## src/design/rvv_pkg.sv

```systemverilog
package rvv_pkg;

    // Register geometry
    localparam int VLEN       = 128;
    localparam int ELEM_W     = 8;
    localparam int NUM_ELEM   = VLEN / ELEM_W;
    localparam int NUM_VREG   = 32;
    localparam int VREG_IDX_W = 5;
    localparam int INST_W     = 32;

    localparam int ROB_DEPTH = 8;
    localparam int ROB_IDX_W = 3;

    // Default queue depths
    localparam int CQ_DEPTH_DEF = 4;
    localparam int UQ_DEPTH_DEF = 4;
    localparam int RS_DEPTH_DEF = 4;

    // OPIVV encoding
    localparam logic [6:0] OPV_OPCODE   = 7'b1010111;
    localparam logic [2:0] OPIVV_FUNCT3 = 3'b000;

    localparam logic [5:0] FUNCT6_ADD  = 6'b000000;
    localparam logic [5:0] FUNCT6_SUB  = 6'b000010;
    localparam logic [5:0] FUNCT6_MINU = 6'b000100;
    localparam logic [5:0] FUNCT6_MAXU = 6'b000110;
    localparam logic [5:0] FUNCT6_AND  = 6'b001001;
    localparam logic [5:0] FUNCT6_OR   = 6'b001010;
    localparam logic [5:0] FUNCT6_XOR  = 6'b001011;

    typedef logic [VLEN-1:0] vreg_t;

    typedef enum logic [2:0] {
        ALU_ADD  = 3'd0,
        ALU_SUB  = 3'd1,
        ALU_AND  = 3'd2,
        ALU_OR   = 3'd3,
        ALU_XOR  = 3'd4,
        ALU_MINU = 3'd5,
        ALU_MAXU = 3'd6
    } alu_op_e;

    typedef struct packed {
        logic [VREG_IDX_W-1:0] vd;
        logic [VREG_IDX_W-1:0] vs1;
        logic [VREG_IDX_W-1:0] vs2;
        alu_op_e               op;
        logic                  illegal;
    } uop_t;

    // Reservation station entry, operands already read
    typedef struct packed {
        logic [ROB_IDX_W-1:0] rob_idx;
        alu_op_e              op;
        vreg_t                vs1_data;
        vreg_t                vs2_data;
    } alu_uop_t;

endpackage

```

## src/design/rvv_decode.sv

```systemverilog
`timescale 1ns/1ps

module rvv_decode (
    input  logic                        cq_valid,
    input  logic [rvv_pkg::INST_W-1:0]  cq_inst,
    output logic                        cq_ready,
    output logic                        uq_valid,
    output rvv_pkg::uop_t               uq_uop,
    input  logic                        uq_ready
);

    import rvv_pkg::*;

    logic [6:0] opcode;
    logic [2:0] funct3;
    logic [5:0] funct6;
    logic       funct6_ok;

    assign opcode = cq_inst[6:0];
    assign funct3 = cq_inst[14:12];
    assign funct6 = cq_inst[31:26];

    always_comb begin
        funct6_ok = 1'b1;
        uq_uop.op = ALU_ADD;
        case (funct6)
            FUNCT6_ADD:  uq_uop.op = ALU_ADD;
            FUNCT6_SUB:  uq_uop.op = ALU_SUB;
            FUNCT6_MINU: uq_uop.op = ALU_MINU;
            FUNCT6_MAXU: uq_uop.op = ALU_MAXU;
            FUNCT6_AND:  uq_uop.op = ALU_AND;
            FUNCT6_OR:   uq_uop.op = ALU_OR;
            FUNCT6_XOR:  uq_uop.op = ALU_XOR;
            default:     funct6_ok = 1'b0;
        endcase
    end

    assign uq_uop.vd      = cq_inst[11:7];
    assign uq_uop.vs1     = cq_inst[19:15];
    assign uq_uop.vs2     = cq_inst[24:20];
    assign uq_uop.illegal = (opcode != OPV_OPCODE) || (funct3 != OPIVV_FUNCT3) || !funct6_ok;

    // No storage here, handshake passes straight through
    assign uq_valid = cq_valid;
    assign cq_ready = uq_ready;

endmodule

```

## config.mk

```make
export PLATFORM = sky130hd
export DESIGN_NAME = rvv_decode
export DESIGN_NICKNAME = d
export VERILOG_FILES = /design/src/design/rvv_pkg.sv /design/src/design/rvv_decode.sv
export SDC_FILE = /design/constraint.sdc
export NUM_CORES = 1
export LEC_CHECK = 0
export ABC_AREA = 1
export BUFFER_PORTS_ARGS = -buffer_cell sky130_fd_sc_hd__clkbuf_2
export CAP_MARGIN = 25
export CELL_PAD_IN_SITES_DETAIL_PLACEMENT = 1
export CELL_PAD_IN_SITES_GLOBAL_PLACEMENT = 1
export CORE_MARGIN = 2
export CORE_UTILIZATION = 15
export DETAILED_ROUTE_END_ITERATION = 16
export PLACE_DENSITY = 0.83
export RECOVER_POWER = 100
export SLEW_MARGIN = 20
export SYNTH_ARGS = -nofsm -noshare
export SYNTH_HDL_FRONTEND = slang
export SYNTH_SLANG_ARGS = --single-unit
export TNS_END_PERCENT = 1
```

## constraint.sdc

```tcl
create_clock -name vclk -period 0.8
set_clock_uncertainty 0.1 [all_clocks]
set_input_delay 0.08 -clock vclk [all_inputs]
set_output_delay 0.08 -clock vclk [all_outputs]
set_load 0.02 [all_outputs]
```

==> impl_metrics.prom <==
# TYPE chip_impl_metric gauge
chip_impl_metric{name="fin_hold_ws",unit="ns"} 0.06001
chip_impl_metric{name="cell_internal_pwr",unit="uW"} 67.57
chip_impl_metric{name="worstPathRequired",unit="ns"} 0.62
chip_impl_metric{name="antenna_violations_before_repair",unit=""} 0
chip_impl_metric{name="post-place-ws",unit="ns"} -0.3347
chip_impl_metric{name="n_antenna_cell",unit=""} 0
chip_impl_metric{name="initial_core_util",unit=""} 0.1594
chip_impl_metric{name="achievable-frequency",unit="GHz"} 0.9439
chip_impl_metric{name="finish.instance_area",unit="um^2"} 400.4
chip_impl_metric{name="leakage",unit="uW"} 0.0002109
chip_impl_metric{name="postSynthNetCount",unit=""} 91
chip_impl_metric{name="slew_violations",unit=""} 0
chip_impl_metric{name="avgViaCountPerCell",unit=""} 3.609
chip_impl_metric{name="timing_worst_slew_pin_value",unit="ns"} 0.2240
chip_impl_metric{name="finalHoldViolations",unit=""} 0
chip_impl_metric{name="fin_nets",unit=""} 96
chip_impl_metric{name="grt_first_pass_wirelength",unit="um"} 1235
chip_impl_info{name="failed_checks",value="setup timing"} 1
chip_impl_metric{name="grt_overflow",unit=""} 0
chip_impl_metric{name="detail-route-antenna-nets",unit=""} 0
chip_impl_metric{name="switchingPower",unit="uW"} 77.39
chip_impl_metric{name="layout_worst_path_cycle_share",unit=""} 1.324
chip_impl_metric{name="power_density",unit="nW/um^2"} 362.1
chip_impl_info{name="worstSetupEndpointType",value="output pin"} 1
chip_impl_metric{name="num_vias",unit=""} 314
chip_impl_metric{name="slew_headroom",unit=""} 0.8503
chip_impl_metric{name="fin_setup_tns",unit="ns"} -0.7141
chip_impl_metric{name="yosysTopAreaCellShare",unit=""} 0.4080
chip_impl_metric{name="worst_ep_arrival_time",unit="ns"} 0.88
chip_impl_metric{name="io_pins",unit=""} 55
chip_impl_metric{name="detail_route.wirelength",unit="um"} 815
chip_impl_metric{name="synthDistinctLibCells",unit=""} 13
chip_impl_metric{name="clockBufferCount",unit=""} 0
chip_impl_metric{name="share_seq_of_total_power",unit=""} 0
chip_impl_metric{name="timing.critical_path.fanout_max",unit=""} 7
chip_impl_metric{name="fp.dieW",unit="um"} 49.67
chip_impl_metric{name="dp_hpwl",unit="um"} 713
chip_impl_metric{name="wl_per_cell",unit="um"} 9.368
chip_impl_metric{name="ff_latch_area",unit="um^2"} 0
chip_impl_metric{name="syn-cell-area",unit="um^2"} 312.8
chip_impl_metric{name="grt_start_max_net_pins",unit=""} 8
chip_impl_metric{name="height_of_the_chip",unit="um"} 49.67
chip_impl_metric{name="track_usage",unit=""} 0.05934
chip_impl_metric{name="final-setup-viol-count",unit=""} 4
chip_impl_metric{name="place_congestion",unit=""} 0.7564
chip_impl_metric{name="die_area",unit="um^2"} 2467
chip_impl_metric{name="share_comb_of_total_power",unit=""} 1.000
chip_impl_metric{name="synth_sequential_area_ratio",unit=""} 0
chip_impl_metric{name="dr.pass1.iters",unit=""} 2
chip_impl_metric{name="seq_cell_count",unit=""} 0
chip_impl_info{name="critPathLaunchType",value="primary input"} 1
chip_impl_metric{name="drcViolationCount",unit=""} 0
chip_impl_info{name="most-common-layout-cells",value="sky130_fd_sc_hd__clkbuf_2 (13), sky130_fd_sc_hd__nand2_1 (8), sky130_fd_sc_hd__inv_1 (6)"} 1
chip_impl_info{name="synth.top_cells.by_area",value="sky130_fd_sc_hd__buf_4 (41%), sky130_fd_sc_hd__nand2_1 (12%), sky130_fd_sc_hd__nand3_1 (9.6%)"} 1
chip_impl_info{name="outcome",value="complete, but fails checks"} 1
chip_impl_metric{name="numPortBuffers",unit=""} 20
chip_impl_info{name="netlist.top_cell.by_area",value="sky130_fd_sc_hd__buf_4"} 1
chip_impl_metric{name="ir_drop_worst_case_vdd",unit="mV"} 0.08337
chip_impl_metric{name="post_route_cells_drive_above_1_share",unit=""} 0.5500
chip_impl_metric{name="core",unit="um^2"} 1962
chip_impl_metric{name="placement.cell_area",unit="um^2"} 339.1
chip_impl_metric{name="max_cap_violations",unit=""} 0
chip_impl_metric{name="first_global_vias",unit=""} 341
chip_impl_metric{name="fin_crit",unit="ns"} 1.059
chip_impl_metric{name="setup_ws",unit="ns"} -0.2594
chip_impl_metric{name="syn_area_per_cell",unit="um^2"} 5.488
chip_impl_info{name="setup.worst_path.class",value="in2out"} 1
chip_impl_metric{name="syn2layout_area_growth",unit="%"} 28.00
chip_impl_metric{name="count_of_routing_violations_after_the_opening_detailed_route_iteration",unit=""} 3
chip_impl_metric{name="yosys_warnings",unit=""} 0
chip_impl_info{name="grt_setup_unrepaired",value="yes"} 1
chip_impl_metric{name="cts-hold-fix-buffers",unit=""} 0
chip_impl_metric{name="post_synthesis_cells",unit=""} 57
chip_impl_metric{name="std_cell_rows",unit=""} 16
chip_impl_info{name="mostFrequentLayoutCell",value="sky130_fd_sc_hd__clkbuf_2"} 1
chip_impl_metric{name="power_switching_share",unit=""} 0.5339
chip_impl_metric{name="power_frac_clock",unit=""} 0
chip_impl_info{name="hold_path_class",value="in2out"} 1
chip_impl_metric{name="post-route-util",unit=""} 0.2041
chip_impl_metric{name="post_cts_buffers",unit=""} 0
[kinds of logic after synthesis]
logic type,count (synthesis),share of synthesized area
and+or+nand+nor,30,0.4560
buffers and inverters,25,0.5040
AOI/OAI and AO/OA,2,0.03999
[cells in the mapped netlist]
library cell                n
sky130_fd_sc_hd__buf_4     17
sky130_fd_sc_hd__nand2_1   10
sky130_fd_sc_hd__inv_1      7
sky130_fd_sc_hd__nor2_1     7
sky130_fd_sc_hd__nand3_1    6
sky130_fd_sc_hd__nor2_2     3
sky130_fd_sc_hd__inv_2      1
sky130_fd_sc_hd__nand3b_1   1
sky130_fd_sc_hd__nand4_1    1
sky130_fd_sc_hd__nor2_4     1
sky130_fd_sc_hd__nor3_1     1
sky130_fd_sc_hd__o211ai_1   1
sky130_fd_sc_hd__o21ai_0    1
[final timing paths]
path,startpoint,end,slack [ns],cells after the start
worst max-delay path,cq_inst[30],uq_uop[0],-0.26,8
worst min-delay path,uq_ready,cq_ready,0.06,0
[critical path, cell delays in order]
cell and delay (ns):
sky130_fd_sc_hd__buf_6 0.09, sky130_fd_sc_hd__nor2_4 0.21, sky130_fd_sc_hd__nand3_2 0.12, sky130_fd_sc_hd__nand2_1 0.08, sky130_fd_sc_hd__nor2_1 0.04, sky130_fd_sc_hd__nand2_1 0.05
sky130_fd_sc_hd__nand2_1 0.05, sky130_fd_sc_hd__clkbuf_8 0.15
[cell type report]
type | count | area (um^2)
fillers | 279 | 1562
multi-input cells | 32 | 190.2
repair buffers | 20 | 133.9
inverters | 8 | 42.54
well taps | 27 | 33.78
[what timing repair did]
action,in CTS,in global routing
pin swaps,3,5
setup endpoints to repair,4,4
gates resized for setup,11,9
[metal layers]
metal,track usage,wire [um],vias up
met5,0,0,-
met4,0.03241,0,0
met3,0.006061,83,0
met2,0.1222,476,10
met1,0.05495,255,139
li1,-,-,165
[stage by stage]
stage | cells | power, uW
after floorplan | 57 | 181.6
after global placement | 87 | 118.3
after detailed placement | 87 | 122.7
after CTS | 87 | 135.0
after global routing | 87 | 161.8
final | 87 | 145.0
[power groups by stage]
stage	logic (uW)	clock network [uW]	registers (uW)
floorplan	182	0	0
global placement	118	0	0
detailed placement	123	0	0
CTS	135	0	0
global route	162	0	0
finish	145	0	0
Note: power is estimated with default switching activity, not from simulation.
