### src/design/rvv_pkg.sv
package rvv_pkg;

    // Register geometry
    localparam int VLEN       = 128;
    localparam int ELEM_W     = 8;
    localparam int NUM_ELEM   = VLEN / ELEM_W;
    localparam int NUM_VREG   = 32;
    localparam int VREG_IDX_W = 5;
    localparam int INST_W     = 32;

    localparam int ROB_DEPTH = 8;
    localparam int ROB_IDX_W = 3;

    // Default queue depths
    localparam int CQ_DEPTH_DEF = 4;
    localparam int UQ_DEPTH_DEF = 4;
    localparam int RS_DEPTH_DEF = 4;

    // OPIVV encoding
    localparam logic [6:0] OPV_OPCODE   = 7'b1010111;
    localparam logic [2:0] OPIVV_FUNCT3 = 3'b000;

    localparam logic [5:0] FUNCT6_ADD  = 6'b000000;
    localparam logic [5:0] FUNCT6_SUB  = 6'b000010;
    localparam logic [5:0] FUNCT6_MINU = 6'b000100;
    localparam logic [5:0] FUNCT6_MAXU = 6'b000110;
    localparam logic [5:0] FUNCT6_AND  = 6'b001001;
    localparam logic [5:0] FUNCT6_OR   = 6'b001010;
    localparam logic [5:0] FUNCT6_XOR  = 6'b001011;

    typedef logic [VLEN-1:0] vreg_t;

    typedef enum logic [2:0] {
        ALU_ADD  = 3'd0,
        ALU_SUB  = 3'd1,
        ALU_AND  = 3'd2,
        ALU_OR   = 3'd3,
        ALU_XOR  = 3'd4,
        ALU_MINU = 3'd5,
        ALU_MAXU = 3'd6
    } alu_op_e;

    typedef struct packed {
        logic [VREG_IDX_W-1:0] vd;
        logic [VREG_IDX_W-1:0] vs1;
        logic [VREG_IDX_W-1:0] vs2;
        alu_op_e               op;
        logic                  illegal;
    } uop_t;

    // Reservation station entry, operands already read
    typedef struct packed {
        logic [ROB_IDX_W-1:0] rob_idx;
        alu_op_e              op;
        vreg_t                vs1_data;
        vreg_t                vs2_data;
    } alu_uop_t;

endpackage

### src/design/rvv_dispatch.sv
`timescale 1ns/1ps

module rvv_dispatch (
    input  logic                            clk,
    input  logic                            rst_n,
    input  logic                            uq_valid,
    input  rvv_pkg::uop_t                   uq_uop,
    output logic                            uq_ready,
    output logic [rvv_pkg::VREG_IDX_W-1:0]  rd_idx_a,
    output logic [rvv_pkg::VREG_IDX_W-1:0]  rd_idx_b,
    input  rvv_pkg::vreg_t                  rd_data_a,
    input  rvv_pkg::vreg_t                  rd_data_b,
    input  logic [rvv_pkg::NUM_VREG-1:0]    pend_mask,
    output logic                            alloc_valid,
    output logic [rvv_pkg::VREG_IDX_W-1:0]  alloc_vd,
    output logic                            alloc_illegal,
    input  logic                            alloc_ready,
    input  logic [rvv_pkg::ROB_IDX_W-1:0]   alloc_idx,
    output logic                            rs_valid,
    output rvv_pkg::alu_uop_t               rs_uop,
    input  logic                            rs_ready
);

    import rvv_pkg::*;

    logic        raw_hazard;
    logic        can_issue;
    logic        issue;

    // vs2 on port a, vs1 on port b
    assign rd_idx_a = uq_uop.vs2;
    assign rd_idx_b = uq_uop.vs1;

    assign raw_hazard = pend_mask[uq_uop.vs1] || pend_mask[uq_uop.vs2];

    // Illegal uops bypass the ALU and only take a ROB slot
    assign can_issue = uq_uop.illegal ? alloc_ready
                                      : (alloc_ready && !raw_hazard && rs_ready);
    assign issue = uq_valid && can_issue;

    assign uq_ready      = issue;
    assign alloc_valid   = issue;
    assign alloc_vd      = uq_uop.vd;
    assign alloc_illegal = uq_uop.illegal;

    assign rs_valid        = issue && !uq_uop.illegal;
    assign rs_uop.rob_idx  = alloc_idx;
    assign rs_uop.op       = uq_uop.op;
    assign rs_uop.vs1_data = rd_data_b;
    assign rs_uop.vs2_data = rd_data_a;

endmodule

### config.mk
export PLATFORM = sky130hd
export DESIGN_NAME = rvv_dispatch
export DESIGN_NICKNAME = d
export VERILOG_FILES = /design/src/design/rvv_pkg.sv /design/src/design/rvv_dispatch.sv
export SDC_FILE = /design/constraint.sdc
export NUM_CORES = 1
export LEC_CHECK = 0
export BUFFER_PORTS_ARGS = -buffer_cell sky130_fd_sc_hd__buf_2
export CAP_MARGIN = 20
export CORE_AREA = 5 5 230 232
export DETAILED_ROUTE_END_ITERATION = 10
export DIE_AREA = 0 0 235 237
export PLACE_DENSITY_LB_ADDON = 0.15
export SLEW_MARGIN = 10
export SYNTH_ARGS = -nofsm -noshare
export SYNTH_HDL_FRONTEND = slang
export SYNTH_SLANG_ARGS = --single-unit
### constraint.sdc
create_clock -name vclk -period 3.4
set_input_delay 0.17 -clock vclk [all_inputs]
set_output_delay 0.17 -clock vclk [all_outputs]
set_load 0.02 [all_outputs]
==> impl_metrics.sql <==
INSERT INTO impl_metrics (metric_group, metric, value, unit) VALUES
('route', 'drt-wirelength-per-cell', '15.3', 'um'),
('clock_network', 'cts-hold-fix-buffers', '0', ''),
('logic_synthesis', 'yosysSeqAreaShare', '0', ''),
('power_and_ir_drop', 'p_switching', '0.0000772', 'W'),
('clock_network', 'post-cts-setup-buffers', '0', ''),
('logic_synthesis', 'synth_area_leaders', 'sky130_fd_sc_hd__buf_4 77%, sky130_fd_sc_hd__mux2i_1 6.3%, sky130_fd_sc_hd__mux4_2 4.1%, sky130_fd_sc_hd__mux4_1 3.9%, sky130_fd_sc_hd__nand3_1 1.1%', ''),
('worst_hold_path', 'hold_class', 'in2out', ''),
('cells_and_area', 'clock_buffer_count', '0', ''),
('worst_hold_path', 'holdCritStartpoint', 'rd_data_a[116]', ''),
('timing', 'slew-limit-headroom', '0.802', ''),
('power_and_ir_drop', 'part_of_the_power_in_combinational_logic', '1.000', ''),
('timing', 'post-route-period-util', '0.759', ''),
('timing', 'report.final.hold_viol_count', '0', ''),
('timing', 'holdWs', '0.340', 'ns'),
('cells_and_area', 'final.fill_count', '6039', ''),
('power_and_ir_drop', 'fin_total_pwr', '0.000139', 'W'),
('worst_setup_path', 'cell_at_the_slowest_stage_of_the_critical_path', 'sky130_fd_sc_hd__mux4_1', ''),
('power_and_ir_drop', 'internal-power', '0.0000618', 'W'),
('worst_setup_path', 'cp_common_cell', 'sky130_fd_sc_hd__buf_2', ''),
('timing', 'final-setup-viol-count', '0', ''),
('power_and_ir_drop', 'p_seq_frac', '0', ''),
('logic_synthesis', 'synth.lib_cells_used.distinct', '25', ''),
('worst_setup_path', 'crit_arrival', '2.41', 'ns'),
('grt', 'grt_overflow_total', '0', ''),
('logic_synthesis', 'synth_area', '0.00272', 'sq mm'),
('run', 'drv.max_cap_violation_count', '0', ''),
('cells_and_area', 'area_growth_from_synthesis_to_layout', '-35.1', '%'),
('place', 'buffer_ports.inserted', '60', ''),
('logic_synthesis', 'yosys.area.top_type_share', '0.769', ''),
('grt', 'grt_start_max_net_pins', '14', ''),
('worst_setup_path', 'start_kind', 'primary input', ''),
('cells_and_area', 'layout_commonest_cell', 'sky130_fd_sc_hd__buf_2', ''),
('cells_and_area', 'nFlopsAndLatches', '0', ''),
('power_and_ir_drop', 'powerDensity', '78.6', 'mW/mm^2'),
('worst_setup_path', 'criticalPathCategory', 'in2out', ''),
('worst_setup_path', 'kind_of_cell_adding_the_most_delay_to_the_critical_path', 'multiplexers', ''),
('grt', 'grt_first_pass_wirelength', '15.0', 'mm'),
('cells_and_area', 'finish.net_count', '438', ''),
('timing', 'final_max_slew_viol_count', '0', ''),
('cells_and_area', 'multi_input_comb_area', '599', 'sq um'),
('floorplanning', 'chipWidth', '235', 'um'),
('floorplanning', 'io-pin-count', '596', ''),
('power_and_ir_drop', 'switching_share', '0.555', ''),
('cells_and_area', 'leading_cell_types_in_the_layout_fill_and_taps_excluded', '60 x sky130_fd_sc_hd__buf_2, 17 x sky130_fd_sc_hd__mux2i_1, 6 x sky130_fd_sc_hd__nand3_1', ''),
('power_and_ir_drop', 'clock_network_fraction_of_design_power', '0', ''),
('worst_hold_path', 'worstHoldEndpoint', 'rs_uop[116]', ''),
('logic_synthesis', 'yosys.area.top_type', 'sky130_fd_sc_hd__buf_4', ''),
('floorplanning', 'dieArea', '0.0557', 'sq mm'),
('worst_setup_path', 'crit_chain', 'buf_2 > mux4_1 > mux2i_1 > o22ai_1 > or4_4 > o21ai_1 > buf_2', ''),
('route', 'ant_nets', '0', ''),
('timing', 'tightestPinTransition', '0.288', 'ns'),
('timing', 'post-route-min-period', '2.58', 'ns'),
('power_and_ir_drop', 'leakage', '0.480', 'nW'),
('route', 'dr.first_iter.drc_count', '43', ''),
('timing', 'setup_tns_final', '0', 'ns'),
('floorplanning', 'design.core.area', '0.0508', 'sq mm'),
('logic_synthesis', 'synth_fp_nets', '659', ''),
('logic_synthesis', 'yosys_warnings', '0', ''),
('grt', 'globalRouteTotalUtil', '0.0398', ''),
('logic_synthesis', 'postSynthAreaPerCell', '7.91', 'sq um'),
('route', 'drtPass1Iterations', '4', ''),
('cells_and_area', 'drive_gt1_frac', '0.570', ''),
('status', 'run_status', 'finished, final reports clean', ''),
('worst_setup_path', 'worst-path-buf-inv', '2', ''),
('cells_and_area', 'finish.cell_count_without_fillers', '805', ''),
('grt', 'vias_in_the_first_global_route', '1463', ''),
('logic_synthesis', 'postSynthCellCount', '344', ''),
('floorplanning', 'initial_utilization', '0.0536', ''),
('place', 'dpl.cell_count', '801', ''),
('worst_hold_path', 'holdPathStages', '0', ''),
('grt', 'grt_antenna_before_repair', '13', '');
-- layer usage --
metal  routed length [um]  GRT usage  part of all wire
met1                 2990     0.0287              0.24
met2                 5750     0.0679              0.47
met3                 2370     0.0313              0.19
met4                 1200     0.0320             0.097
met5                   20          0            0.0016
-- Yosys cell counts --
library cell / number
sky130_fd_sc_hd__nor3_1: 1
sky130_fd_sc_hd__mux4_1: 4
sky130_fd_sc_hd__a21oi_1: 2
sky130_fd_sc_hd__mux2_2: 1
sky130_fd_sc_hd__nor2b_1: 3
sky130_fd_sc_hd__o21ai_1: 1
sky130_fd_sc_hd__nand2b_1: 2
sky130_fd_sc_hd__and2_1: 1
sky130_fd_sc_hd__mux2i_1: 17
sky130_fd_sc_hd__a22oi_1: 3
sky130_fd_sc_hd__o2111a_1: 1
sky130_fd_sc_hd__or4_4: 1
sky130_fd_sc_hd__nand3b_1: 2
sky130_fd_sc_hd__nand4_1: 1
sky130_fd_sc_hd__nor2_1: 1
sky130_fd_sc_hd__o22ai_1: 1
sky130_fd_sc_hd__mux4_2: 5
sky130_fd_sc_hd__buf_6: 1
sky130_fd_sc_hd__nand2_1: 5
sky130_fd_sc_hd__clkbuf_1: 2
sky130_fd_sc_hd__nor3_2: 1
sky130_fd_sc_hd__buf_4: 279
sky130_fd_sc_hd__buf_2: 2
sky130_fd_sc_hd__nand3_1: 6
sky130_fd_sc_hd__a211oi_1: 1
-- stage by stage --
| stage | worst slack (ns) | cell area, sq um |
|---|---|---|
| after CTS | 0.634 | 1760 |
| after floorplan | 1.08 | 2720 |
| after global routing | 0.672 | 1760 |
| after global placement | 0.653 | 1760 |
| final | 0.819 | 1770 |
| after detailed placement | 0.635 | 1760 |
-- how the worst max path moves through the flow --
stage / from / endpoint / slack (ns) / cells past startpoint
2_1_floorplan: uq_uop[11] / uq_ready / 1.08 / 6
3_5_place_dp: uq_uop[9] / alloc_valid / 0.63 / 7
6_report: uq_uop[9] / alloc_valid / 0.82 / 7
4_1_cts: uq_uop[9] / alloc_valid / 0.63 / 7
3_3_place_gp: uq_uop[9] / alloc_valid / 0.65 / 7
5_1_grt: uq_uop[9] / uq_ready / 0.67 / 7
-- cells by family (layout without fill, tap and decap cells) --
kind of cell | count (synthesis) | after routing | share of synthesized area
muxes | 27 | 27 | 0.147
buffers and inverters | 284 | 61 | 0.780
other | 0 | 4 | 0
AOI/OAI and AO/OA | 9 | 9 | 0.0230
and+or+nand+nor | 24 | 24 | 0.0506
-- power groups by stage --
stage	Clock [W]	Sequential (W)	Combinational, W
after floorplan	0	0	0.000540
after global placement	0	0	0.000147
after global routing	0	0	0.000154
after detailed placement	0	0	0.000147
final	0.0000000000710	0	0.000139
after CTS	0	0	0.000147
-- area by class of cell --
| type | instances | area share |
|---|---|---|
| tap | 680 | 0.481 |
| multi-input combinational | 60 | 0.339 |
| timing repair buffer | 61 | 0.174 |
| antenna | 4 | 0.00566 |
Power figures use the tool's default switching activity.
