File: src/design/rvv_pkg.sv
package rvv_pkg;

    // Register geometry
    localparam int VLEN       = 128;
    localparam int ELEM_W     = 8;
    localparam int NUM_ELEM   = VLEN / ELEM_W;
    localparam int NUM_VREG   = 32;
    localparam int VREG_IDX_W = 5;
    localparam int INST_W     = 32;

    localparam int ROB_DEPTH = 8;
    localparam int ROB_IDX_W = 3;

    // Default queue depths
    localparam int CQ_DEPTH_DEF = 4;
    localparam int UQ_DEPTH_DEF = 4;
    localparam int RS_DEPTH_DEF = 4;

    // OPIVV encoding
    localparam logic [6:0] OPV_OPCODE   = 7'b1010111;
    localparam logic [2:0] OPIVV_FUNCT3 = 3'b000;

    localparam logic [5:0] FUNCT6_ADD  = 6'b000000;
    localparam logic [5:0] FUNCT6_SUB  = 6'b000010;
    localparam logic [5:0] FUNCT6_MINU = 6'b000100;
    localparam logic [5:0] FUNCT6_MAXU = 6'b000110;
    localparam logic [5:0] FUNCT6_AND  = 6'b001001;
    localparam logic [5:0] FUNCT6_OR   = 6'b001010;
    localparam logic [5:0] FUNCT6_XOR  = 6'b001011;

    typedef logic [VLEN-1:0] vreg_t;

    typedef enum logic [2:0] {
        ALU_ADD  = 3'd0,
        ALU_SUB  = 3'd1,
        ALU_AND  = 3'd2,
        ALU_OR   = 3'd3,
        ALU_XOR  = 3'd4,
        ALU_MINU = 3'd5,
        ALU_MAXU = 3'd6
    } alu_op_e;

    typedef struct packed {
        logic [VREG_IDX_W-1:0] vd;
        logic [VREG_IDX_W-1:0] vs1;
        logic [VREG_IDX_W-1:0] vs2;
        alu_op_e               op;
        logic                  illegal;
    } uop_t;

    // Reservation station entry, operands already read
    typedef struct packed {
        logic [ROB_IDX_W-1:0] rob_idx;
        alu_op_e              op;
        vreg_t                vs1_data;
        vreg_t                vs2_data;
    } alu_uop_t;

endpackage

File: src/design/rvv_rob.sv
`timescale 1ns/1ps

module rvv_rob (
    input  logic                            clk,
    input  logic                            rst_n,
    input  logic                            alloc_valid,
    input  logic [rvv_pkg::VREG_IDX_W-1:0]  alloc_vd,
    input  logic                            alloc_illegal,
    output logic                            alloc_ready,
    output logic [rvv_pkg::ROB_IDX_W-1:0]   alloc_idx,
    input  logic                            wb_valid,
    input  logic [rvv_pkg::ROB_IDX_W-1:0]   wb_idx,
    input  rvv_pkg::vreg_t                  wb_data,
    output logic [rvv_pkg::NUM_VREG-1:0]    pend_mask,
    output logic                            vrf_we,
    output logic [rvv_pkg::VREG_IDX_W-1:0]  vrf_waddr,
    output rvv_pkg::vreg_t                  vrf_wdata,
    output logic                            rt_valid,
    output logic [rvv_pkg::VREG_IDX_W-1:0]  rt_vd,
    output logic                            rt_illegal,
    output rvv_pkg::vreg_t                  rt_data,
    input  logic                            rt_ready
);

    import rvv_pkg::*;

    logic [ROB_DEPTH-1:0]  ent_valid;
    logic [ROB_DEPTH-1:0]  ent_done;
    logic [ROB_DEPTH-1:0]  ent_illegal;
    logic [VREG_IDX_W-1:0] ent_vd   [ROB_DEPTH];
    vreg_t                 ent_data [ROB_DEPTH];

    logic [ROB_IDX_W-1:0] head;
    logic [ROB_IDX_W-1:0] tail;
    logic [ROB_IDX_W:0]   count;
    logic                 alloc;
    logic                 retire;

    assign alloc_ready = (count != (ROB_IDX_W + 1)'(ROB_DEPTH));
    assign alloc_idx   = tail;
    assign alloc       = alloc_valid && alloc_ready;

    assign rt_valid   = ent_valid[head] && ent_done[head];
    assign rt_vd      = ent_vd[head];
    assign rt_illegal = ent_illegal[head];
    assign rt_data    = ent_data[head];
    assign retire     = rt_valid && rt_ready;

    assign vrf_we    = retire && !ent_illegal[head];
    assign vrf_waddr = ent_vd[head];
    assign vrf_wdata = ent_data[head];

    // Head stays in the mask until its retire cycle
    always_comb begin
        pend_mask = '0;
        for (int i = 0; i < ROB_DEPTH; i++) begin
            if (ent_valid[i] && !ent_illegal[i]) begin
                pend_mask[ent_vd[i]] = 1'b1;
            end
        end
    end

    always_ff @(posedge clk) begin
        if (!rst_n) begin
            ent_valid <= '0;
            ent_done  <= '0;
            head      <= '0;
            tail      <= '0;
            count     <= '0;
        end else begin
            if (retire) begin
                ent_valid[head] <= 1'b0;
                head            <= head + 1'b1;
            end
            if (wb_valid) begin
                ent_done[wb_idx] <= 1'b1;
            end
            if (alloc) begin
                ent_valid[tail] <= 1'b1;
                ent_done[tail]  <= alloc_illegal;
                tail            <= tail + 1'b1;
            end
            if (alloc && !retire) begin
                count <= count + 1'b1;
            end else if (retire && !alloc) begin
                count <= count - 1'b1;
            end
        end
    end

    // Payload fields
    always_ff @(posedge clk) begin
        if (wb_valid) begin
            ent_data[wb_idx] <= wb_data;
        end
        if (alloc) begin
            ent_vd[tail]      <= alloc_vd;
            ent_illegal[tail] <= alloc_illegal;
            if (alloc_illegal) begin
                ent_data[tail] <= '0;
            end
        end
    end

endmodule

File: config.mk
export PLATFORM = sky130hd
export DESIGN_NAME = rvv_rob
export DESIGN_NICKNAME = d
export VERILOG_FILES = /design/src/design/rvv_pkg.sv /design/src/design/rvv_rob.sv
export SDC_FILE = /design/constraint.sdc
export NUM_CORES = 2
export LEC_CHECK = 0
export ABC_CLOCK_PERIOD_IN_PS = 2950
export BUFFER_PORTS_ARGS = -buffer_cell sky130_fd_sc_hd__buf_4
export CAP_MARGIN = 20
export CELL_PAD_IN_SITES_DETAIL_PLACEMENT = 1
export CELL_PAD_IN_SITES_GLOBAL_PLACEMENT = 1
export CORE_MARGIN = 5
export CORE_UTILIZATION = 42
export CTS_BUF_LIST = sky130_fd_sc_hd__clkbuf_4 sky130_fd_sc_hd__clkbuf_8 sky130_fd_sc_hd__clkbuf_16
export DETAILED_ROUTE_END_ITERATION = 16
export GPL_TIMING_DRIVEN = 0
export PLACE_DENSITY = 0.74
export SLEW_MARGIN = 10
export SYNTH_ARGS = -nofsm -noshare
export SYNTH_HDL_FRONTEND = slang
export SYNTH_SLANG_ARGS = --single-unit
File: constraint.sdc
create_clock -name clk -period 2.95 [get_ports clk]
set_clock_uncertainty 0.15 [all_clocks]
set_input_delay 0.59 -clock clk [delete_from_list [all_inputs] [get_ports clk]]
set_output_delay 0.59 -clock clk [all_outputs]
set_load 0.02 [all_outputs]
==> flow_summary.ini <==
[route]
vias_per_std_cell = 5.68
firstDrtPassIters = 5
dr.first_iter.drc_count = 3262
drt-total-wl_um = 206000
route.vias.total = 46300
route.antenna.remaining_nets = 0
route.detailed.drc = 0
detail_route.wl_per_cell_um = 25.3

[clock_network]
clock_insertion_delay_worst_skew_ns = 0.74
h-tree-depth = 3
cts.sink_count = 1101
cts_buffers = 118
cts_root_buf = sky130_fd_sc_hd__clkbuf_16
clk_pin_slew_ns = 0.06
cts_tree = yes
cts_max_path_bufs = 3

[layout]
drive_above_1_share_pct = 36.9
layout.core_utilization_pct = 53.8
layout.cells.most_common_list = 2077 x sky130_fd_sc_hd__nand2_1, 1041 x sky130_fd_sc_hd__dfxtp_1, 780 x sky130_fd_sc_hd__a21oi_2, 453 x sky130_fd_sc_hd__buf_6, 269 x sky130_fd_sc_hd__mux4_2
fillers = 13900
synthToLayoutAreaGrowth_pct = 27.4
fin_nets = 6536
layout_commonest_cell = sky130_fd_sc_hd__nand2_1
design_area_sq_um = 67600

[sta]
max_slew.worst_pin.slew_ns = 1.17
min_period_ns = 3.52
fmax_mhz = 284
timing.final.crit_share_pct = 119
hold_slack_ns = 0.0721
finalSetupViolCount = 302
finalHoldViolCount = 0
rsz0062_at_grt = yes
postLayoutSetupSlackWorst_ns = -0.572
relSlewSlack_pct = 21.6
timing.final.max_slew_violations = 0

[global_routing]
grt_pass1_vias = 48000
grt_max_degree = 17
grt_antenna_before_repair = 22
groute.usage.overall_pct = 28.9
grt_pass1_wl_um = 296000
global_route.overflow_total = 0

[pwr]
total_switching_power_w = 0.0136
share_comb_of_total_power_pct = 22.6
power.internal_w = 0.0336
peakVddDrop_uv = 491
pwr-share-seq_pct = 41.9
p_leak_nw = 25.5
power.share.switching_pct = 28.9
p_total_w = 0.0472
p_clk_share_pct = 35.5
cellPowerDensity_nw_per_um2 = 699

[placed_design]
place_ws_ns = -1.21
place.gp.congestion = 0.911
portBuffers = 315
post-dp-hpwl_um = 135000
post_dp_cell_area_sq_um = 57700

[logic_synthesis]
synth.lib_cells_used.distinct = 55
synthCells = 5777
synth_fp_nets = 5925
ys_dominant_reg_cell = sky130_fd_sc_hd__dfxtp_1
synth-seq-cells = 1101
ys_async_sr_fraction_pct = 0
yosys_warnings = 0
synth_enable_flop_cells = 48
synth_area_sq_um = 53000
postSynthAreaPerCell_sq_um = 9.18
seq_total_area_yosys_pct = 42.5

[outcome]
status = complete, but fails checks
violated_checks = negative setup slack

[setup_path]
crit_arrival_ns = 2.78
worst-path-max-fanout = 8
cp-start-kind = register
worstSetupEndpointType = primary output
crit_type = register to primary output
cp.required_ns = 2.21

[floorplanning]
dieWidth_um = 365
row_count = 130
ios = 447
fp.dieH_um = 365
core-area_sq_um = 126000
die_area_sq_um = 133000
starting_utilization_of_the_core_area_pct = 42.2

[run]
maxCapViolCount = 0

[hold_path]
worst_hold_path_type = input pin to register
==> stage by stage <==
step / setup TNS [ns] / std cells
after CTS: -151.43 / 8009
after global placement: -606.75 / 7742
after detailed placement: -215.80 / 7754
after floorplan: 0 / 5777
after global routing: -145.82 / 8142
final: -131.41 / 8149
==> synth_stat cells (all sizes together), types with 18 or more instances <==
| library cell | n | share of area [%] |
|---|---|---|
| nand2 | 2088 | 15 |
| dfxtp | 1053 | 40 |
| a21oi | 1025 | 15 |
| buf | 447 | 5.8 |
| mux4 | 269 | 11 |
| clkbuf | 265 | 1.9 |
| mux2 | 134 | 2.8 |
| o22ai | 92 | 1.1 |
| edfxtp | 48 | 2.7 |
| nor2 | 38 | 0.30 |
| a22oi | 36 | 0.51 |
| nand3b | 31 | 0.44 |
| inv | 26 | 0.18 |
| nor3b | 26 | 0.37 |
| or4 | 22 | 0.31 |
| nand3 | 18 | 0.17 |
==> layout make-up <==
class | instances | area [sq um] | share of cell area [%]
multi-input cells | 3938 | 27600 | 40.8
clock inverters | 65 | 986 | 1.46
flip-flops and latches | 1101 | 22500 | 33.4
well taps | 1650 | 2060 | 3.06
diodes | 9 | 22.5 | 0.0333
repair buffers | 517 | 5610 | 8.31
inverters | 26 | 103 | 0.152
plain buffers | 686 | 5280 | 7.82
clock buffers | 157 | 3390 | 5.02
==> power by group through the flow <==
stage	clock network (W)	registers (W)	logic [W]
floorplan	0	0.0194	0.00711
global placement	0	0.0198	0.00913
detailed placement	0	0.0200	0.00955
CTS	0.0170	0.0197	0.00998
global route	0.0176	0.0201	0.0114
finish	0.0168	0.0198	0.0107
==> worst max-delay path, cell delays in order (launching register included) <==
cell	delay, ns
sky130_fd_sc_hd__dfxtp_2	0.34
sky130_fd_sc_hd__buf_12	0.17
sky130_fd_sc_hd__clkbuf_16	0.22
sky130_fd_sc_hd__buf_12	0.14
sky130_fd_sc_hd__mux4_2	0.54
sky130_fd_sc_hd__mux2_4	0.34
sky130_fd_sc_hd__buf_6	0.13
sky130_fd_sc_hd__buf_6	0.12
==> repair_timing <==
action,CTS,global route
buffers inserted,10,136
hold buffers,16,0
endpoints found under the setup margin,303,304
pin swaps,0,80
gates resized for setup,405,538
endpoints found under the hold margin,118,0
cloned,8,21
==> sequential cells by signal (all words and copies together) (netlist names), named ones only <==
signal       cells
ent_data      1024
count            4
ent_vd          40
head             3
ent_valid        8
alloc_idx        3
ent_done         8
ent_illegal      8
==> routing by layer <==
layer / part of all wire [%] / up-vias / GRT usage [%] / wire length, um
met5: 0.037 / - / 0 / 77
li1: - / 20600 / - / -
met2: 48 / 1580 / 48.9 / 99700
met4: 4.2 / 12 / 10.3 / 8760
met3: 6.1 / 454 / 5.44 / 12600
met1: 41 / 23600 / 37.1 / 85400
==> logic make-up (layout without fill, tap and decap cells) <==
logic type	count (synthesis)	count (layout)	synth area share (%)
xor gates and xnor gates	3	3	0.0496
AOI/OAI and AO/OA	1193	1193	17.4
DFF	1101	1101	42.5
and+or+nand+nor	2328	2328	17.7
buffers and inverters	738	1451	7.83
other	0	9	0
adders and majority gates	6	6	0.156
muxes	408	408	14.4
==> path summary, 6_finish.rpt <==
path,start,endpoint,cells after the start,slack (ns)
hold / removal,alloc_illegal,ent_illegal[6]$_DFFE_PP_,1,0.07
hold reg to reg,ent_data[3][5]$_SDFFE_PP0P_,ent_data[3][5]$_SDFFE_PP0P_,2,0.31
setup reg to reg,head[0]$_SDFFE_PN0P_,count[3]$_SDFFE_PN0P_,11,-0.18
setup / recovery,register,vrf_wdata[8],7,-0.57
Power figures use the tool's default switching activity.
