`src/design/rvv_pkg.sv`:
```
package rvv_pkg;

    // Register geometry
    localparam int VLEN       = 128;
    localparam int ELEM_W     = 8;
    localparam int NUM_ELEM   = VLEN / ELEM_W;
    localparam int NUM_VREG   = 32;
    localparam int VREG_IDX_W = 5;
    localparam int INST_W     = 32;

    localparam int ROB_DEPTH = 8;
    localparam int ROB_IDX_W = 3;

    // Default queue depths
    localparam int CQ_DEPTH_DEF = 4;
    localparam int UQ_DEPTH_DEF = 4;
    localparam int RS_DEPTH_DEF = 4;

    // OPIVV encoding
    localparam logic [6:0] OPV_OPCODE   = 7'b1010111;
    localparam logic [2:0] OPIVV_FUNCT3 = 3'b000;

    localparam logic [5:0] FUNCT6_ADD  = 6'b000000;
    localparam logic [5:0] FUNCT6_SUB  = 6'b000010;
    localparam logic [5:0] FUNCT6_MINU = 6'b000100;
    localparam logic [5:0] FUNCT6_MAXU = 6'b000110;
    localparam logic [5:0] FUNCT6_AND  = 6'b001001;
    localparam logic [5:0] FUNCT6_OR   = 6'b001010;
    localparam logic [5:0] FUNCT6_XOR  = 6'b001011;

    typedef logic [VLEN-1:0] vreg_t;

    typedef enum logic [2:0] {
        ALU_ADD  = 3'd0,
        ALU_SUB  = 3'd1,
        ALU_AND  = 3'd2,
        ALU_OR   = 3'd3,
        ALU_XOR  = 3'd4,
        ALU_MINU = 3'd5,
        ALU_MAXU = 3'd6
    } alu_op_e;

    typedef struct packed {
        logic [VREG_IDX_W-1:0] vd;
        logic [VREG_IDX_W-1:0] vs1;
        logic [VREG_IDX_W-1:0] vs2;
        alu_op_e               op;
        logic                  illegal;
    } uop_t;

    // Reservation station entry, operands already read
    typedef struct packed {
        logic [ROB_IDX_W-1:0] rob_idx;
        alu_op_e              op;
        vreg_t                vs1_data;
        vreg_t                vs2_data;
    } alu_uop_t;

endpackage

```
`src/design/rvv_alu.sv`:
```
`timescale 1ns/1ps

module rvv_alu (
    input  logic                           clk,
    input  logic                           rst_n,
    input  logic                           rs_valid,
    input  rvv_pkg::alu_uop_t              rs_uop,
    output logic                           rs_ready,
    output logic                           wb_valid,
    output logic [rvv_pkg::ROB_IDX_W-1:0]  wb_idx,
    output rvv_pkg::vreg_t                 wb_data
);

    import rvv_pkg::*;

    function automatic vreg_t alu_calc(alu_op_e op, vreg_t vs2, vreg_t vs1);
        vreg_t             res;
        logic [ELEM_W-1:0] a;
        logic [ELEM_W-1:0] b;
        res = '0;
        for (int i = 0; i < NUM_ELEM; i++) begin
            a = vs2[i*ELEM_W +: ELEM_W];
            b = vs1[i*ELEM_W +: ELEM_W];
            case (op)
                ALU_ADD:  res[i*ELEM_W +: ELEM_W] = a + b;
                ALU_SUB:  res[i*ELEM_W +: ELEM_W] = a - b;
                ALU_AND:  res[i*ELEM_W +: ELEM_W] = a & b;
                ALU_OR:   res[i*ELEM_W +: ELEM_W] = a | b;
                ALU_XOR:  res[i*ELEM_W +: ELEM_W] = a ^ b;
                ALU_MINU: res[i*ELEM_W +: ELEM_W] = (a < b) ? a : b;
                ALU_MAXU: res[i*ELEM_W +: ELEM_W] = (a > b) ? a : b;
                default:  res[i*ELEM_W +: ELEM_W] = '0;
            endcase
        end
        return res;
    endfunction

    // Write-back never stalls
    assign rs_ready = 1'b1;

    always_ff @(posedge clk) begin
        if (!rst_n) begin
            wb_valid <= 1'b0;
        end else begin
            wb_valid <= rs_valid;
        end
    end

    always_ff @(posedge clk) begin
        if (rs_valid) begin
            wb_idx  <= rs_uop.rob_idx;
            wb_data <= alu_calc(rs_uop.op, rs_uop.vs2_data, rs_uop.vs1_data);
        end
    end

endmodule

```
`config.mk`:
```
export PLATFORM = sky130hd
export DESIGN_NAME = rvv_alu
export DESIGN_NICKNAME = d
export VERILOG_FILES = /design/src/design/rvv_pkg.sv /design/src/design/rvv_alu.sv
export SDC_FILE = /design/constraint.sdc
export NUM_CORES = 1
export LEC_CHECK = 0
export ABC_CLOCK_PERIOD_IN_PS = 3300
export BUFFER_PORTS_ARGS = -buffer_cell sky130_fd_sc_hd__buf_2
export CORE_MARGIN = 2
export CORE_UTILIZATION = 40
export CTS_CLUSTER_SIZE = 14
export DETAILED_ROUTE_END_ITERATION = 12
export PLACE_DENSITY_LB_ADDON = 0.08
export SKIP_CTS_REPAIR_TIMING = 1
export SYNTH_ARGS = -nofsm -noshare
export SYNTH_HDL_FRONTEND = slang
export SYNTH_SLANG_ARGS = --single-unit
```
`constraint.sdc`:
```
create_clock -name clk -period 3.3 [get_ports clk]
set_clock_uncertainty 0.1 [all_clocks]
set_input_delay 0.66 -clock clk [delete_from_list [all_inputs] [get_ports clk]]
set_output_delay 0.66 -clock clk [all_outputs]
set_load 0.1 [all_outputs]
```
==> reports/metrics.yaml, run 1 <==
critical_path:
  cp.required_ns: 3.41
  worstPathArrival_ns: 2.94
  worst_setup_path_start_kind: "input port"
  cp-end-kind: "flop"
  cp_max_fo: 10
  crit_chain: "buf_2, inv_1, ha_1, fa_1, o21bai_1, o2111ai_1, a31oi_2, nand2_1, buf_4, a21oi_1, o221ai_1"
  path_class: "input port to flop"
  slowest_delay_ns: 0.40
  cp-startpoint: "rs_uop[120]"
  path_buf_inv: 3
  slowest_stage: "fa_1"
  crit_family: "compound AO/OA/AOI/OAI gates"
route:
  wl_per_cell_um: 22.3
  viasPerCell: 5.92
  ant_nets: 0
  totalWireLength_mm: 102
  drtIter0Drc: 2235
  post-route-drc-count: 0
  vias: 27000
  drtPass1Iterations: 8
die:
  pin_count: 398
  fp.coreArea_um2: 61800
  die_area_um2: 64700
  rows: 91
  start_util_pct: 40.6
  die_height_um: 254
  die_w_um: 254
synthesis:
  async_reset_ff_share_pct: 0
  synth_top_cell_area_share_pct: 20.1
  synthTopCellsByCount: "a21oi_1 (462), ha_1 (404), nor2_1 (381)"
  yosys.area.top_type: "ha_1"
  synth_edf_count: 131
  synth.avg_cell_area_um2: 7.57
  synthTopCellsByArea: "ha_1 (20%), edfxtp_1 (16%), a21oi_1 (9.2%)"
  synth_cell_types: 102
  synthMostInstantiatedCell: "a21oi_1"
  ys.flop_type: "edfxtp_1"
  syn_nets: 4017
  ys.warnings.count: 0
  ys_seq_area_share_pct: 15.8
  synthesis.area_um2: 25100
  ys_ff_latch: 132
  syn-instance-count: 3316
sta:
  period_share_pct: 85.7
  hold_ws_ns: 0.235
  tns_ns: 0
  final_hold_viol_count: 0
  period_minus_slack_ns: 2.83
  timing.fmax_mhz: 354
  rsz0062_at_grt: "no"
  worst_slew_pin_slew_ns: 0.820
  max_slew_margin_pct: 45.1
  finalMaxSlewViolations: 0
  finalSetupViolations: 0
power_and_ir_drop:
  power.leakage_nw: 13.8
  clkPwrFrac_pct: 21.7
  p_per_area_nw_per_um2: 360
  sw_frac_of_total_pct: 50.1
  p_comb_share_pct: 57.5
  vdd_drop_max_mv: 0.460
  power_switching_mw: 5.33
  cellInternalPower_mw: 5.30
  pwr-share-seq_pct: 20.8
global_routing:
  grt_remaining_overflow: 0
  grt_pass1_vias: 26100
  grtUsageTotal_pct: 30.5
  grt_max_degree: 54
  grt_pass1_wl_mm: 153
  antenna_found_initial: 24
min_path:
  min-delay-start: "rs_uop[260]"
  hold_path_class: "input port to flop"
layout:
  drive_gt1_share_pct: 18.8
  syn_to_final_growth_pct: 17.7
  final_nets: 4389
  fin_util_pct: 47.8
  final_area_um2: 29500
clocking:
  numCtsBuffers: 17
  path_clk_slew_ns: 0.07
  clock_path_buffers: 2
  cts_tree: "yes"
  cts_root_buffer: "clkbuf_16"
  cts_htree_levels: 4
  cts.sinks: 132
placement:
  io_buffer_count: 396
  hpwl_mm: 74.9
  place_congestion: 0.916
  placedInstanceArea_um2: 28900
job:
  drv_cap: 0
run_status:
  status: "finished, final reports clean"
[path summary, 6_finish.rpt]
check	to	slack [ns]	cells after the start
max	wb_data[124]$_DFFE_PP_	0.47	11
min	wb_idx[1]$_DFFE_PP_	0.24	1
[per-layer routing]
| metal | GRT usage, % | wire [um] |
|---|---|---|
| met5 | 0 | 113 |
| met4 | 10.6 | 2900 |
| met3 | 5.15 | 6630 |
| met2 | 50.9 | 47300 |
| met1 | 39.8 | 44600 |
[power by group through the flow]
stage	Clock, mW	Sequential, mW	Combinational [mW]
6_report	2.31	2.21	6.11
5_1_grt	2.39	2.23	6.56
4_1_cts	2.37	2.22	6.06
3_5_place_dp	0	2.25	6.03
3_3_place_gp	0	2.25	5.97
2_1_floorplan	0	3.82	2.77
[cells in the final DEF (no fill, tap or decap), types with 17 or more instances in the layout]
master,netlist,layout
nand2b_1,30,30
o211ai_1,57,57
mux2i_1,94,94
inv_1,338,335
o31ai_1,22,22
buf_2,72,392
nand3_1,44,43
a22oi_1,21,21
xnor2_1,49,49
o21bai_1,47,47
nor2b_1,27,27
buf_12,0,21
a21oi_1,462,462
clkbuf_16,0,17
o22ai_1,32,32
edfxtp_1,131,131
fa_1,32,32
nor2_1,381,378
and3_1,18,18
o221ai_1,96,96
buf_4,10,165
nand2_1,153,147
a211oi_1,54,54
o21ai_0,182,182
nor4_1,25,25
ha_1,404,404
nor3_1,72,69
xor2_1,20,20
a21o_1,31,31
diode_2,0,17
[metrics by stage]
stage | power (mW) | instances | setup slack [ns]
after floorplan | 6.59 | 3316 | 0.297
after global placement | 8.22 | 4506 | 0.0331
after detailed placement | 8.28 | 4506 | 0.00223
after CTS | 10.6 | 4538 | 0.544
after global routing | 11.2 | 4548 | 0.321
final | 10.6 | 4555 | 0.472
[registers in the layout, indices dropped and copies added, names as in the netlist]
| signal | count |
|---|---|
| wb_valid | 1 |
| wb_idx | 3 |
| wb_data | 128 |
[final cells by class]
type                    instances  area [um^2]
inverters                     342         1290
fillers                      6158        32300
repair buffers                581         3650
diodes                         17         42.5
flip-flops and latches        132         3950
clock inverters                13          206
well taps                     837         1050
clock buffers                  19          433
multi-input cells            2614        18900
[cells by family (layout without fill, tap and decap cells)]
family | count (synthesis) | count (layout) | synth area share [%]
AOI/OAI and AO/OA | 1202 | 1202 | 31.5
and+or+nand+nor | 808 | 808 | 14.5
buffers and inverters | 570 | 955 | 9.19
adders and majority gates | 436 | 436 | 22.7
DFF | 132 | 132 | 15.8
muxes | 98 | 98 | 3.93
xor gates and xnor gates | 69 | 69 | 2.41
other | 1 | 18 | 0.0149
Note: power is estimated with default switching activity, not from simulation.
==> run 2: changes to the inputs <==
- REMOVE_ABC_BUFFERS: unset -> 1
==> reports/metrics.yaml, run 2 (synthesized netlist as in run 1, its figures left out) <==
run_status:
  status: "finished, final reports clean"
layout:
  final_nets: 4377
  finalNonFillerCells: 4538
  largest_register_ffs: 128
  regMostFlops: "wb_data"
  layout_common_cells: "a21oi_1 (462), ha_1 (404), buf_2 (392)"
  fillers: 6155
  syn_to_final_growth_pct: 17.0
  final_area_um2: 29400
  fin_util_pct: 47.5
  layout_commonest_cell: "a21oi_1"
  drive_gt1_share_pct: 18.5
  multi_input_area_um2: 18900
  seq_area_um2: 3950
  top_regs: "wb_data: 128 flops, wb_idx: 3 flops, wb_valid: 1 flops"
die:
  die_area_um2: 64700
  rows: 91
  die_height_um: 254
  die_w_um: 254
  start_util_pct: 40.6
  fp.coreArea_um2: 61800
  pin_count: 398
placement:
  hpwl_mm: 74.4
  dp.cells: 4494
  place_congestion: 0.942
  placedInstanceArea_um2: 28800
  dp_slack_ns: 0.0136
  io_buffer_count: 396
route:
  ant_nets: 0
  totalWireLength_mm: 101
  vias: 27000
  wl_per_cell_um: 22.3
  viasPerCell: 5.95
  post-route-drc-count: 0
  drtIter0Drc: 2160
  drtPass1Iterations: 6
min_path:
  hold_path_class: "input port to flop"
sta:
  worst_slew_pin_slew_ns: 0.928
  max_slew_margin_pct: 38.0
  finalWorstSetupSlack_ns: 0.508
  rsz0062_at_grt: "no"
  timing.fmax_mhz: 358
  tns_ns: 0
  period_share_pct: 84.6
  period_minus_slack_ns: 2.79
  finalSetupViolations: 0
  hold_ws_ns: 0.224
  final_hold_viol_count: 0
  finalMaxSlewViolations: 0
global_routing:
  antenna_found_initial: 25
  grt_max_degree: 89
  grt_remaining_overflow: 0
  grt_pass1_vias: 26200
  grt_pass1_wl_mm: 152
  grtUsageTotal_pct: 30.6
power_and_ir_drop:
  pwr-share-seq_pct: 21.4
  p_per_area_nw_per_um2: 354
  sw_frac_of_total_pct: 51.3
  total_power_mw: 10.4
  cellInternalPower_mw: 5.06
  power.leakage_nw: 13.6
  p_comb_share_pct: 58.5
  clkPwrFrac_pct: 20.0
  power_switching_mw: 5.33
  vdd_drop_max_mv: 0.473
job:
  drv_cap: 0
clocking:
  path_clk_slew_ns: 0.07
  cts_tree: "yes"
  clock_path_buffers: 2
  numCtsBuffers: 17
  cts_htree_levels: 4
  cts.sinks: 132
  cts_root_buffer: "clkbuf_16"
critical_path:
  worstPathArrival_ns: 2.94
  worst_setup_path_start_kind: "input port"
  cp-end-kind: "flop"
  path_class: "input port to flop"
  cp_max_fo: 5
  cp.required_ns: 3.45
## run 2: cell types whose count changed in the layout (fill, tap and decap cells not counted)
cell,before,now
clkinvlp_4,2,4
clkbuf_1,2,4
clkinv_4,2,0
inv_6,1,0
buf_4,165,153
bufinv_16,5,2
diode_2,17,12
clkinv_2,5,7
## run 2: area by class of cell
type                    instances  area share [%]
clock buffers                  21            1.50
clock inverters                11           0.392
inverters                     342            4.38
repair buffers                569            12.1
flip-flops and latches        132            13.5
well taps                     837            3.57
diodes                         12           0.102
multi-input cells            2614            64.4
## run 2: worst max-delay path, cell delays in order
cell       delay (ns)
buf_2            0.10
inv_1            0.08
ha_1             0.25
fa_1             0.42
o21bai_2         0.19
o2111ai_1        0.24
a31oi_4          0.24
buf_4            0.16
mux2i_1          0.07
nand2_1          0.08
o211ai_1         0.09
or3_1            0.37
## run 2: layer usage
metal,up-vias,part of all wire [%],global-route usage [%]
met3,211,7.3,5.52
met5,-,0.15,0
met1,12900,43,39.6
met2,1109,46,50.9
li1,12700,-,-
met4,24,3.0,11.0
## run 2: power groups by stage
stage	combinational, mW	clock [mW]	sequential [mW]
floorplan	2.61	0	3.82
global placement	5.95	0	2.26
detailed placement	6.01	0	2.26
CTS	6.04	2.12	2.23
global route	6.53	2.16	2.24
finish	6.08	2.08	2.23
## run 2: final timing paths
check,from,end,slack [ns],depth (start not counted)
setup / recovery,rs_uop[72],wb_data[79]$_DFFE_PP_,0.51,12
hold / removal,rs_uop[260],wb_idx[1]$_DFFE_PP_,0.22,1
